`src/logic/ddr_pkg.sv`:
```
`default_nettype none

package ddr_pkg;

	// widths
	localparam int DEV_IDX_W   = 5;	// device index from the register file
	localparam int ADDR_W      = 7;	// dynamic address
	localparam int BITCNT_W    = 6;
	localparam int STALL_W     = 5;
	localparam int REGF_ADDR_W = 12;
	localparam int SPECIAL_W   = 8;	// byte handed to the serializer in the address state

	typedef logic [REGF_ADDR_W-1:0] regf_addr_t;

	localparam logic [ADDR_W-1:0] DYN_ADDR_BASE = 7'd8;	// index 0 maps to address 8

	// scl stall lengths, in scl cycles
	localparam logic [STALL_W-1:0] RESTART_STALL = 5'd10;
	localparam logic [STALL_W-1:0] EXIT_STALL    = 5'd16;

	// bit counts inside crc_value that ask the staller to hold scl
	localparam logic [BITCNT_W-1:0] STALL_BIT_LO = 6'd11;
	localparam logic [BITCNT_W-1:0] STALL_BIT_HI = 6'd12;

	// first register-file entry per transfer kind
	localparam regf_addr_t REGF_WR_BASE  = 12'd1;
	localparam regf_addr_t REGF_IMM_BASE = 12'd20;
	localparam regf_addr_t REGF_RD_BASE  = 12'd10;

	typedef enum logic [4:0] {
		st_idle        = 5'd0,
		st_cmd_pre     = 5'd1,
		st_rw_bit      = 5'd2,
		st_seven_zeros = 5'd3,
		st_address     = 5'd4,
		st_parity      = 5'd5,	// shared by command and data words
		st_ack_pre     = 5'd6,
		st_ack_wait    = 5'd7,
		st_data_byte0  = 5'd8,
		st_data_byte1  = 5'd9,
		st_data_pre    = 5'd10,
		st_crc_pre0    = 5'd11,
		st_crc_pre1    = 5'd12,
		st_token_crc   = 5'd13,
		st_crc_value   = 5'd14,
		st_error       = 5'd15,
		st_restart     = 5'd16,
		st_exit        = 5'd17
	} ddr_state_t;

	// serializer modes, encoding fixed by the tx lane
	typedef enum logic [3:0] {
		tx_seven_zeros  = 4'd0,
		tx_ser_address  = 4'd1,
		tx_special_pre  = 4'd2,	// 01 command preamble
		tx_one_pre      = 4'd3,
		tx_zero_pre     = 4'd4,
		tx_ser_byte     = 4'd5,
		tx_calc_parity  = 4'd6,
		tx_crc_value    = 4'd7,
		tx_token_crc    = 4'd8,
		tx_restart_pat  = 4'd9,
		tx_exit_pat     = 4'd10
	} tx_mode_t;

	// deserializer modes, gaps are codes the rx lane reserves
	typedef enum logic [3:0] {
		rx_preamble     = 4'd0,
		rx_deser_byte   = 4'd3,
		rx_check_token  = 4'd4,
		rx_check_parity = 4'd5,
		rx_check_crc    = 4'd6,
		rx_error        = 4'd7
	} rx_mode_t;

	typedef enum logic [3:0] {
		err_success    = 4'd0,
		err_crc        = 4'd1,
		err_parity     = 4'd2,
		err_frame      = 4'd3,
		err_nack       = 4'd5,
		err_short_read = 4'd7
	} err_t;

endpackage

`default_nettype wire

```
`src/logic/ddr_phase_if.sv`:
```
`default_nettype none

interface ddr_phase_if;

	ddr_pkg::ddr_state_t state;	// current frame state
	logic dir;			// 1 = read transfer
	logic end_exit;			// frame closes with exit instead of restart
	logic phase_done;		// either lane finished its phase
	logic start;			// idle accepted a new frame this cycle
	logic data_phase;		// ack seen, parity now belongs to data words

	modport seq (
		output state,
		output dir,
		output end_exit,
		output phase_done,
		output start,
		output data_phase
	);

	modport follow (
		input state,
		input dir,
		input end_exit,
		input phase_done,
		input start,
		input data_phase
	);

endinterface

`default_nettype wire

```
`src/logic/ddr_frame_fsm.sv`:
```
`default_nettype none

module ddr_frame_fsm (
	input  wire           i_sys_clk,
	input  wire           i_sys_rst,
	input  wire           i_engine_en,
	input  wire           i_tx_mode_done,
	input  wire           i_rx_mode_done,
	input  wire           i_rx_pre,
	input  wire           i_rx_error,
	input  wire           i_frmcnt_last,
	input  wire           i_regf_wr_rd_bit,
	input  wire           i_regf_toc,
	input  wire           i_regf_short_read,
	output logic          o_engine_done,
	output ddr_pkg::err_t o_regf_error_type,
	ddr_phase_if.seq      phase
);

	ddr_pkg::ddr_state_t state_nxt;
	ddr_pkg::ddr_state_t close_st;	// restart or exit, fixed per frame
	ddr_pkg::err_t err_nxt;
	logic err_hit;			// a check failed this cycle
	logic rd_check;			// read data past the command, target drives sda

	assign phase.phase_done = i_tx_mode_done | i_rx_mode_done;
	assign phase.start = (phase.state == ddr_pkg::st_idle) && i_engine_en;
	assign close_st = phase.end_exit ? ddr_pkg::st_exit : ddr_pkg::st_restart;
	assign rd_check = phase.dir && phase.phase_done;

	always_comb
	begin
		state_nxt = phase.state;
		err_hit = 1'b0;
		err_nxt = ddr_pkg::err_success;
		case (phase.state)
			ddr_pkg::st_idle:
				if (i_engine_en)
					state_nxt = ddr_pkg::st_cmd_pre;
			ddr_pkg::st_cmd_pre:
				if (phase.phase_done)
					state_nxt = ddr_pkg::st_rw_bit;
			ddr_pkg::st_rw_bit:
				if (phase.phase_done)
					state_nxt = ddr_pkg::st_seven_zeros;
			ddr_pkg::st_seven_zeros:
				if (phase.phase_done)
					state_nxt = ddr_pkg::st_address;
			ddr_pkg::st_address:
				if (phase.phase_done)
					state_nxt = ddr_pkg::st_parity;
			ddr_pkg::st_parity:
				if (phase.phase_done)
				begin
					if (!phase.data_phase)
						state_nxt = ddr_pkg::st_ack_pre;	// command parity
					else if (phase.dir && i_rx_error)
					begin
						state_nxt = ddr_pkg::st_error;
						err_hit = 1'b1;
						err_nxt = ddr_pkg::err_parity;
					end
					else if (i_frmcnt_last)
						state_nxt = ddr_pkg::st_crc_pre0;
					else
						state_nxt = ddr_pkg::st_data_pre;
				end
			ddr_pkg::st_ack_pre:
				if (phase.phase_done)
					state_nxt = ddr_pkg::st_ack_wait;
			ddr_pkg::st_ack_wait:
				if (phase.phase_done)
				begin
					if (!i_rx_pre)	// target pulled sda low, ack
						state_nxt = ddr_pkg::st_data_byte0;
					else
					begin
						state_nxt = ddr_pkg::st_error;
						err_hit = 1'b1;
						err_nxt = ddr_pkg::err_nack;
					end
				end
			ddr_pkg::st_data_byte0:
				if (phase.phase_done)
					state_nxt = ddr_pkg::st_data_byte1;
			ddr_pkg::st_data_byte1:
				if (phase.phase_done)
					state_nxt = ddr_pkg::st_parity;
			ddr_pkg::st_data_pre:
				if (phase.phase_done)
				begin
					if (!phase.dir || i_rx_pre)	// another word follows
						state_nxt = ddr_pkg::st_data_byte0;
					else if (i_regf_short_read)
					begin
						state_nxt = ddr_pkg::st_error;
						err_hit = 1'b1;
						err_nxt = ddr_pkg::err_short_read;
					end
					else
						state_nxt = ddr_pkg::st_crc_pre0;	// early end is allowed
				end
			ddr_pkg::st_crc_pre0:
				if (phase.phase_done)
					state_nxt = ddr_pkg::st_crc_pre1;
			ddr_pkg::st_crc_pre1:
				if (rd_check && !i_rx_pre)
				begin
					state_nxt = ddr_pkg::st_error;
					err_hit = 1'b1;
					err_nxt = ddr_pkg::err_frame;
				end
				else if (phase.phase_done)
					state_nxt = ddr_pkg::st_token_crc;
			ddr_pkg::st_token_crc:
				if (rd_check && i_rx_error)
				begin
					state_nxt = ddr_pkg::st_error;
					err_hit = 1'b1;
					err_nxt = ddr_pkg::err_frame;	// bad token
				end
				else if (phase.phase_done)
					state_nxt = ddr_pkg::st_crc_value;
			ddr_pkg::st_crc_value:
				if (rd_check && i_rx_error)
				begin
					state_nxt = ddr_pkg::st_error;
					err_hit = 1'b1;
					err_nxt = ddr_pkg::err_crc;
				end
				else if (phase.phase_done)
					state_nxt = close_st;
			ddr_pkg::st_error:
				if (i_rx_mode_done)
					state_nxt = close_st;
			ddr_pkg::st_restart, ddr_pkg::st_exit:
				if (i_tx_mode_done)
					state_nxt = ddr_pkg::st_idle;
			default:
				state_nxt = ddr_pkg::st_idle;
		endcase
	end

	always_ff @(posedge i_sys_clk or negedge i_sys_rst)
	begin
		if (!i_sys_rst)
		begin
			phase.state <= ddr_pkg::st_idle;
			phase.dir <= 1'b0;
			phase.end_exit <= 1'b0;
			phase.data_phase <= 1'b0;
			o_engine_done <= 1'b0;
			o_regf_error_type <= ddr_pkg::err_success;
		end
		else
		begin
			phase.state <= state_nxt;
			// pulse lands in the first idle cycle
			o_engine_done <= (state_nxt == ddr_pkg::st_idle) &&
				((phase.state == ddr_pkg::st_restart) || (phase.state == ddr_pkg::st_exit));
			if (phase.start)
			begin
				phase.dir <= i_regf_wr_rd_bit;
				phase.end_exit <= i_regf_toc;
				phase.data_phase <= 1'b0;
				o_regf_error_type <= ddr_pkg::err_success;
			end
			else
			begin
				if (state_nxt == ddr_pkg::st_data_byte0)
					phase.data_phase <= 1'b1;
				if (err_hit && (o_regf_error_type == ddr_pkg::err_success))
					o_regf_error_type <= err_nxt;	// keep the first failure
			end
		end
	end

endmodule

`default_nettype wire

```
`src/logic/ddr_lane_ctrl.sv`:
```
`default_nettype none

module ddr_lane_ctrl (
	input  wire [ddr_pkg::DEV_IDX_W-1:0] i_regf_dev_index,
	input  wire [ddr_pkg::BITCNT_W-1:0]  i_bitcnt,
	input  wire                          i_tx_mode_done,
	output logic                         o_tx_en,
	output ddr_pkg::tx_mode_t            o_tx_mode,
	output logic                         o_rx_en,
	output ddr_pkg::rx_mode_t            o_rx_mode,
	output logic                         o_frmcnt_en,
	output logic                         o_bitcnt_en,
	output logic                         o_bitcnt_rst,
	output logic [ddr_pkg::SPECIAL_W-1:0] o_tx_special_data,
	output logic                         o_sclstall_en,
	output logic [ddr_pkg::STALL_W-1:0]  o_sclstall_no_of_cycles,
	ddr_phase_if.follow                  phase
);

	logic [ddr_pkg::ADDR_W-1:0] dyn_addr;
	logic [ddr_pkg::STALL_W-1:0] stall_len;
	logic crc_stall_bit;	// bit positions in the crc where scl is held
	logic cmd_phase;	// command word still on the bus

	assign dyn_addr = {{(ddr_pkg::ADDR_W - ddr_pkg::DEV_IDX_W){1'b0}}, i_regf_dev_index}
		+ ddr_pkg::DYN_ADDR_BASE;
	assign stall_len = phase.end_exit ? ddr_pkg::EXIT_STALL : ddr_pkg::RESTART_STALL;
	assign crc_stall_bit = (i_bitcnt == ddr_pkg::STALL_BIT_LO) ||
		(i_bitcnt == ddr_pkg::STALL_BIT_HI);
	assign cmd_phase = !phase.data_phase && (phase.state inside {ddr_pkg::st_cmd_pre,
		ddr_pkg::st_rw_bit, ddr_pkg::st_seven_zeros, ddr_pkg::st_address, ddr_pkg::st_parity,
		ddr_pkg::st_ack_pre, ddr_pkg::st_ack_wait});

	// counters run for the whole frame, the word counter not during the command
	assign o_bitcnt_en = (phase.state != ddr_pkg::st_idle);
	assign o_frmcnt_en = (phase.state != ddr_pkg::st_idle) && !cmd_phase;
	assign o_bitcnt_rst = (phase.state == ddr_pkg::st_error);

	always_comb
	begin
		o_tx_en = 1'b0;
		o_tx_mode = ddr_pkg::tx_seven_zeros;
		o_rx_en = 1'b0;
		o_rx_mode = ddr_pkg::rx_preamble;
		o_tx_special_data = '0;
		o_sclstall_en = 1'b0;
		o_sclstall_no_of_cycles = '0;
		case (phase.state)
			ddr_pkg::st_cmd_pre:
			begin
				o_tx_en = 1'b1;
				o_tx_mode = ddr_pkg::tx_special_pre;
			end
			ddr_pkg::st_rw_bit:
			begin
				o_tx_en = 1'b1;
				o_tx_mode = phase.dir ? ddr_pkg::tx_one_pre : ddr_pkg::tx_zero_pre;
			end
			ddr_pkg::st_seven_zeros:
			begin
				o_tx_en = 1'b1;
				o_tx_mode = ddr_pkg::tx_seven_zeros;
			end
			ddr_pkg::st_address:
			begin
				o_tx_en = 1'b1;
				o_tx_mode = ddr_pkg::tx_ser_address;
				o_tx_special_data = {{(ddr_pkg::SPECIAL_W - ddr_pkg::ADDR_W){1'b0}}, dyn_addr};
			end
			ddr_pkg::st_parity:
				if (phase.dir && phase.data_phase)	// target sends the read parity
				begin
					o_rx_en = 1'b1;
					o_rx_mode = ddr_pkg::rx_check_parity;
				end
				else
				begin
					o_tx_en = 1'b1;
					o_tx_mode = ddr_pkg::tx_calc_parity;
				end
			ddr_pkg::st_ack_pre, ddr_pkg::st_crc_pre0:
			begin
				o_tx_en = 1'b1;
				o_tx_mode = (phase.state == ddr_pkg::st_ack_pre) ?
					ddr_pkg::tx_one_pre : ddr_pkg::tx_zero_pre;
			end
			ddr_pkg::st_ack_wait:
				o_rx_en = 1'b1;	// listen for the ack bit straight away
			ddr_pkg::st_data_byte0, ddr_pkg::st_data_byte1:
			begin
				o_tx_en = !phase.dir;
				o_tx_mode = ddr_pkg::tx_ser_byte;
				o_rx_en = phase.dir;
				o_rx_mode = ddr_pkg::rx_deser_byte;
			end
			ddr_pkg::st_data_pre, ddr_pkg::st_crc_pre1:
			begin
				o_tx_en = !phase.dir;
				o_tx_mode = ddr_pkg::tx_one_pre;
				o_rx_en = phase.dir;	// target decides continue or end
			end
			ddr_pkg::st_token_crc:
			begin
				o_tx_en = !phase.dir;
				o_tx_mode = ddr_pkg::tx_token_crc;
				o_rx_en = phase.dir;
				o_rx_mode = ddr_pkg::rx_check_token;
			end
			ddr_pkg::st_crc_value:
			begin
				o_tx_en = !phase.dir;
				o_tx_mode = ddr_pkg::tx_crc_value;
				o_rx_en = phase.dir;
				o_rx_mode = ddr_pkg::rx_check_crc;
				o_sclstall_en = crc_stall_bit;
				o_sclstall_no_of_cycles = stall_len;
			end
			ddr_pkg::st_error:
			begin
				o_rx_en = 1'b1;
				o_rx_mode = ddr_pkg::rx_error;
			end
			ddr_pkg::st_restart, ddr_pkg::st_exit:
			begin
				o_tx_en = 1'b1;
				o_tx_mode = phase.end_exit ? ddr_pkg::tx_exit_pat : ddr_pkg::tx_restart_pat;
				o_sclstall_en = !i_tx_mode_done;	// release with the pattern
				o_sclstall_no_of_cycles = stall_len;
			end
			default:
				o_tx_en = 1'b0;	// idle keeps both lanes quiet
		endcase
	end

endmodule

`default_nettype wire

```
`src/logic/ddr_regf_addr.sv`:
```
`default_nettype none

module ddr_regf_addr (
	input  wire                 i_sys_clk,
	input  wire                 i_sys_rst,
	input  wire [2:0]           i_regf_cmd_attr,	// bit 0 marks an immediate write
	input  wire                 i_tx_mode_done,
	input  wire                 i_rx_mode_done,
	output ddr_pkg::regf_addr_t o_regf_addr,
	output logic                o_regf_rd_en,
	output logic                o_regf_wr_en,
	ddr_phase_if.follow         phase
);

	ddr_pkg::regf_addr_t base_addr;
	logic data_byte;	// one of the two byte states of a word
	logic byte_done;

	assign data_byte = (phase.state == ddr_pkg::st_data_byte0) ||
		(phase.state == ddr_pkg::st_data_byte1);

	// write data is fetched from the regfile, read data is stored into it
	assign o_regf_rd_en = data_byte && !phase.dir;
	assign o_regf_wr_en = data_byte && phase.dir;
	assign byte_done = (o_regf_rd_en && i_tx_mode_done) || (o_regf_wr_en && i_rx_mode_done);

	always_comb
	begin
		if (phase.dir)
			base_addr = ddr_pkg::REGF_RD_BASE;
		else if (i_regf_cmd_attr[0])
			base_addr = ddr_pkg::REGF_IMM_BASE;
		else
			base_addr = ddr_pkg::REGF_WR_BASE;
	end

	always_ff @(posedge i_sys_clk or negedge i_sys_rst)
	begin
		if (!i_sys_rst)
			o_regf_addr <= '0;
		else if (phase.start)
			o_regf_addr <= '0;
		else if ((phase.state == ddr_pkg::st_ack_wait) && phase.phase_done)
			o_regf_addr <= base_addr;	// a nack parks here, no byte follows
		else if (byte_done)
			o_regf_addr <= o_regf_addr + ddr_pkg::regf_addr_t'(1);
	end

endmodule

`default_nettype wire

```
`src/logic/ddr_engine.sv`:
```
`default_nettype none

module ddr_engine (
	input  wire                           i_sys_clk,
	input  wire                           i_sys_rst,
	input  wire                           i_engine_en,
	input  wire                           i_frmcnt_last,
	input  wire                           i_tx_mode_done,
	input  wire                           i_rx_mode_done,
	input  wire                           i_rx_pre,
	input  wire                           i_rx_error,
	input  wire                           i_regf_toc,	// 1 = exit, 0 = restart
	input  wire [ddr_pkg::DEV_IDX_W-1:0]  i_regf_dev_index,
	input  wire                           i_regf_short_read,
	input  wire                           i_regf_wr_rd_bit,	// 1 = read
	input  wire [2:0]                     i_regf_cmd_attr,
	input  wire [ddr_pkg::BITCNT_W-1:0]   i_bitcnt,
	output logic                          o_tx_en,
	output ddr_pkg::tx_mode_t             o_tx_mode,
	output logic                          o_rx_en,
	output ddr_pkg::rx_mode_t             o_rx_mode,
	output logic                          o_frmcnt_en,
	output logic                          o_bitcnt_en,
	output logic                          o_bitcnt_rst,
	output logic                          o_regf_wr_en,
	output logic                          o_regf_rd_en,
	output ddr_pkg::regf_addr_t           o_regf_addr,
	output logic                          o_sclstall_en,
	output logic [ddr_pkg::STALL_W-1:0]   o_sclstall_no_of_cycles,
	output logic                          o_engine_done,
	output logic [ddr_pkg::SPECIAL_W-1:0] o_tx_special_data,
	output ddr_pkg::err_t                 o_regf_error_type
);

	ddr_phase_if phase_bus ();	// state and latched attributes of the frame

	ddr_frame_fsm frame_fsm_i (
		.i_sys_clk         (i_sys_clk),
		.i_sys_rst         (i_sys_rst),
		.i_engine_en       (i_engine_en),
		.i_tx_mode_done    (i_tx_mode_done),
		.i_rx_mode_done    (i_rx_mode_done),
		.i_rx_pre          (i_rx_pre),
		.i_rx_error        (i_rx_error),
		.i_frmcnt_last     (i_frmcnt_last),
		.i_regf_wr_rd_bit  (i_regf_wr_rd_bit),
		.i_regf_toc        (i_regf_toc),
		.i_regf_short_read (i_regf_short_read),
		.o_engine_done     (o_engine_done),
		.o_regf_error_type (o_regf_error_type),
		.phase             (phase_bus.seq)
	);

	ddr_lane_ctrl lane_ctrl_i (
		.i_regf_dev_index        (i_regf_dev_index),
		.i_bitcnt                (i_bitcnt),
		.i_tx_mode_done          (i_tx_mode_done),
		.o_tx_en                 (o_tx_en),
		.o_tx_mode               (o_tx_mode),
		.o_rx_en                 (o_rx_en),
		.o_rx_mode               (o_rx_mode),
		.o_frmcnt_en             (o_frmcnt_en),
		.o_bitcnt_en             (o_bitcnt_en),
		.o_bitcnt_rst            (o_bitcnt_rst),
		.o_tx_special_data       (o_tx_special_data),
		.o_sclstall_en           (o_sclstall_en),
		.o_sclstall_no_of_cycles (o_sclstall_no_of_cycles),
		.phase                   (phase_bus.follow)
	);

	ddr_regf_addr regf_addr_i (
		.i_sys_clk       (i_sys_clk),
		.i_sys_rst       (i_sys_rst),
		.i_regf_cmd_attr (i_regf_cmd_attr),
		.i_tx_mode_done  (i_tx_mode_done),
		.i_rx_mode_done  (i_rx_mode_done),
		.o_regf_addr     (o_regf_addr),
		.o_regf_rd_en    (o_regf_rd_en),
		.o_regf_wr_en    (o_regf_wr_en),
		.phase           (phase_bus.follow)
	);

endmodule

`default_nettype wire

```
`config.mk`:
```
export PLATFORM = sky130hd
export DESIGN_NAME = ddr_engine
export DESIGN_NICKNAME = d
export VERILOG_FILES = /design/src/logic/ddr_pkg.sv /design/src/logic/ddr_phase_if.sv /design/src/logic/ddr_frame_fsm.sv /design/src/logic/ddr_lane_ctrl.sv /design/src/logic/ddr_regf_addr.sv /design/src/logic/ddr_engine.sv
export SDC_FILE = /design/constraint.sdc
export NUM_CORES = 1
export LEC_CHECK = 0
export ABC_AREA = 1
export BUFFER_PORTS_ARGS = -buffer_cell sky130_fd_sc_hd__buf_2
export CAP_MARGIN = 5
export CORE_MARGIN = 2
export CORE_UTILIZATION = 40
export DETAILED_ROUTE_END_ITERATION = 7
export GPL_ROUTABILITY_DRIVEN = 0
export PLACE_DENSITY = 0.78
export SYNTH_ARGS = -nofsm -noshare
export SYNTH_HDL_FRONTEND = slang
export SYNTH_SLANG_ARGS = --single-unit
export TNS_END_PERCENT = 1
```
`constraint.sdc`:
```
create_clock -name i_sys_clk -period 4.9 [get_ports i_sys_clk]
set_input_delay 1.225 -clock i_sys_clk [delete_from_list [all_inputs] [get_ports i_sys_clk]]
set_output_delay 1.225 -clock i_sys_clk [all_outputs]
set_load 0.02 [all_outputs]
```
==> metrics.txt <==
outcome=completed; Flop pwr share=0.268; post-synth top area share=0.2819; Worst Setup Start Kind=flip-flop; top-level I/O count=71; Diodes inserted=0; Hold Crit Class=reg2reg; post_cts resized=0; Critical path buffers and inverters=3; critical path class=reg2out; RSZ-0062 raised after global routing=false; Synth Area per Inst=about 6 um^2; CP max FO=7; cell taking the most area after synthesis=dfrtp_1; P per Cell Area=507.2 nW/um^2; worst-path cell chain=inv_1 > nand2_1 > nor2_1 > nand2_1 > nand2_1 > inv_1 > nand3_1 > nand2_1 > nand3_1 > buf_2; CP top delay family=simple AND/OR/NAND/NOR gates; Longest Clk Path Bufs=2; Setup Total Neg Slack=0 ns; Final Hold Vio Count=0; Setup-failing EPs final=0; fin crit period=3.391 ns; top cells by area, synth=dfrtp_1 (28%), nand2_1 (15%), nor2_1 (11%); Net Sw Power=a little over 0.7 mW; pin count of the biggest net entering global routing=25; Worst-path clk slew=~0.08 ns; Max Clk Rate=0.2949 GHz; Worst Skew=between 0.002 and 0.0025 ns; Clock Latency Late Sink=0.27 ns; hold_sp=regf_addr_i.o_regf_addr[10]; Max-slew headroom=0.4302; WL per Instance=13.32 um; CP max stage cell=dfrtp_1; crit path capture type=primary output; post-layout net count=440; Die X=approximately 77 um; clk root buf=clkbuf_8; synthesis-to-layout area growth=17.62%; CTS tree=yes; via-per-instance ratio=5.337; Overall Global Routing Usage=0.2138; vias in the first global route=~2300; H-tree Lvls=1; CP most frequent cell=nand2_1; synth unique cells=36; Clock power frac=0.090; switching portion of total power=0.5663; P_leak=about 1.4 nW; Pwr Total=~1.3 mW; Die Height=76.99 um; CTS Buf Count=3; First DRT Iteration DRCs=around 430; r2r startpoint=frame_fsm_i.phase.state[3]; core area=5140 um^2; DP Wirelength=5069 um; Sink Count=24; P_int=0.5513 mW; I/O Buffers=62; worst path required time=3.67 ns; Slew @ Worst Pin=0.8515 ns; first-pass GRT wire length=10360 um; die area=5927 um^2; synth warn=0; critical path data arrival time=2.17 ns; # DRC=0; Post-CTS Setup Bufs=0; fraction of layout cells with a size suffix above 1=0.1922; total grt overflow=0; Cells after Synth=353; post-synthesis register bit count=24; max incr delay on CP=0.49 ns; Slew Viols, Final=0; peak supply drop=between 0.2 and 0.25 mV; sequential area share after synthesis=0.2819; mapped cell area=roughly 2100 um^2; Max Cap Viol=0; Comb pwr share=0.641; Final ANT Viol Nets=0; Critical Path Start=frame_fsm_i.phase.state[0]; Routed Wire Length=6409 um; final period utilization=0.6921; vias after detailed routing=2567; initial antenna violation count=0; hold-fix buffers at CTS=0; row count=26; iteration count of the initial detailed-routing pass=6; Initial Util=0.4146
synthesized netlist by cell type:
cell and number:
a211oi_1 1, a21oi_1 15, a221o_1 1, a22oi_1 1
a31oi_1 2, buf_2 3, buf_4 7, buf_6 1
clkbuf_1 1, clkinv_1 1, conb_1 1, dfrtp_1 24
ha_1 2, inv_1 48, inv_2 4, nand2_1 83
nand2_2 1, nand3_1 40, nand3_2 2, nand3b_1 1
nand4_1 3, nand4_2 1, nor2_1 60, nor2_2 5
nor3_1 7, nor3_2 1, nor4_1 1, o2111ai_1 4
o211a_1 1, o211ai_1 1, o21a_1 2, o21ai_0 22
o21ai_1 1, o22ai_1 1, o31ai_1 1, xor2_1 3
sequential cells by signal (all words and copies together) (netlist names):
signal and flops:
frame_fsm_i.phase.state 5, frame_fsm_i.phase.end_exit 1, frame_fsm_i.phase.dir 1, frame_fsm_i.o_regf_error_type 3, regf_addr_i.o_regf_addr 12, frame_fsm_i.phase.data_phase 1
frame_fsm_i.o_engine_done 1
cell usage in the layout, fill, tap and decap left out, drive strengths merged, types with 2 or more instances in the layout:
master,Yosys,routed
nand4,4,4
o2111ai,4,4
inv,52,52
nand2,84,84
o21a,2,2
nand3,42,42
a21oi,15,15
nor2,65,65
conb,1,6
clkbuf,1,3
buf,11,62
xor2,3,3
ha,2,2
o21ai,23,23
dfrtp,24,24
a31oi,2,2
nor3,8,8
per-stage QoR:
step	hold WS (ns)	setup slack [ns]	util	area [um^2]	instances
2_1_floorplan	0.5778	1.873	-	2150	358
3_3_place_gp	0.5129	1.787	0.4796	2465	478
3_5_place_dp	0.5282	1.775	0.4796	2465	478
4_1_cts	0.5469	1.556	0.4876	2506	481
5_1_grt	0.5822	1.342	0.4876	2506	481
6_report	0.5421	1.509	0.4876	2506	481
area by class of cell:
class / instances / area, um^2
multi-input combinational: 269 / 1267
sequential: 24 / 600.6
timing repair buffer: 62 / 310.3
tap: 70 / 87.58
clock buffer: 3 / 41.29
fill: 553 / 2634
inverter: 53 / 198.9
cells by family (layout without fill, tap and decap cells):
group	count (synthesis)	count (layout)	synth area share
and+or+nand+nor	205	205	0.4152
adders and majority gates	2	2	0.01174
DFF	24	24	0.2819
AOI/OAI and AO/OA	53	53	0.1450
xor gates and xnor gates	3	3	0.01233
other	1	6	0.001760
buffers and inverters	65	118	0.1321
layer usage:
| layer | track usage | wire (um) |
|---|---|---|
| met5 | 0 | 0 |
| met2 | 0.3570 | 3003 |
| met4 | 0.08393 | 161 |
| met1 | 0.2735 | 2587 |
| met3 | 0.04000 | 657 |
power groups by stage:
stage	combinational [mW]	clock (mW)	sequential (mW)
floorplan	0.572	0	0.341
global placement	0.786	0	0.341
detailed placement	0.799	0	0.343
CTS	0.802	0.118	0.339
global route	0.895	0.124	0.352
finish	0.815	0.115	0.341
worst paths after layout:
check	endpoint	slack, ns	depth (start not counted)
min	regf_addr_i.o_regf_addr[10]	0.54	2
max reg2reg	regf_addr_i.o_regf_addr[10]	2.65	8
min in group asynchronous	regf_addr_i.o_regf_addr[3]	0.93	1
max in group asynchronous	frame_fsm_i.o_regf_error_type[1]	3.60	1
min reg2reg	regf_addr_i.o_regf_addr[10]	0.54	2
max	o_tx_en	1.51	10
worst min-delay path: cells and delay by family, from the launching register on:
kind	cells	cell delay, ns
simple gates	1	0.09
flops	1	0.37
compound gates	1	0.05
Power figures use the tool's default switching activity.
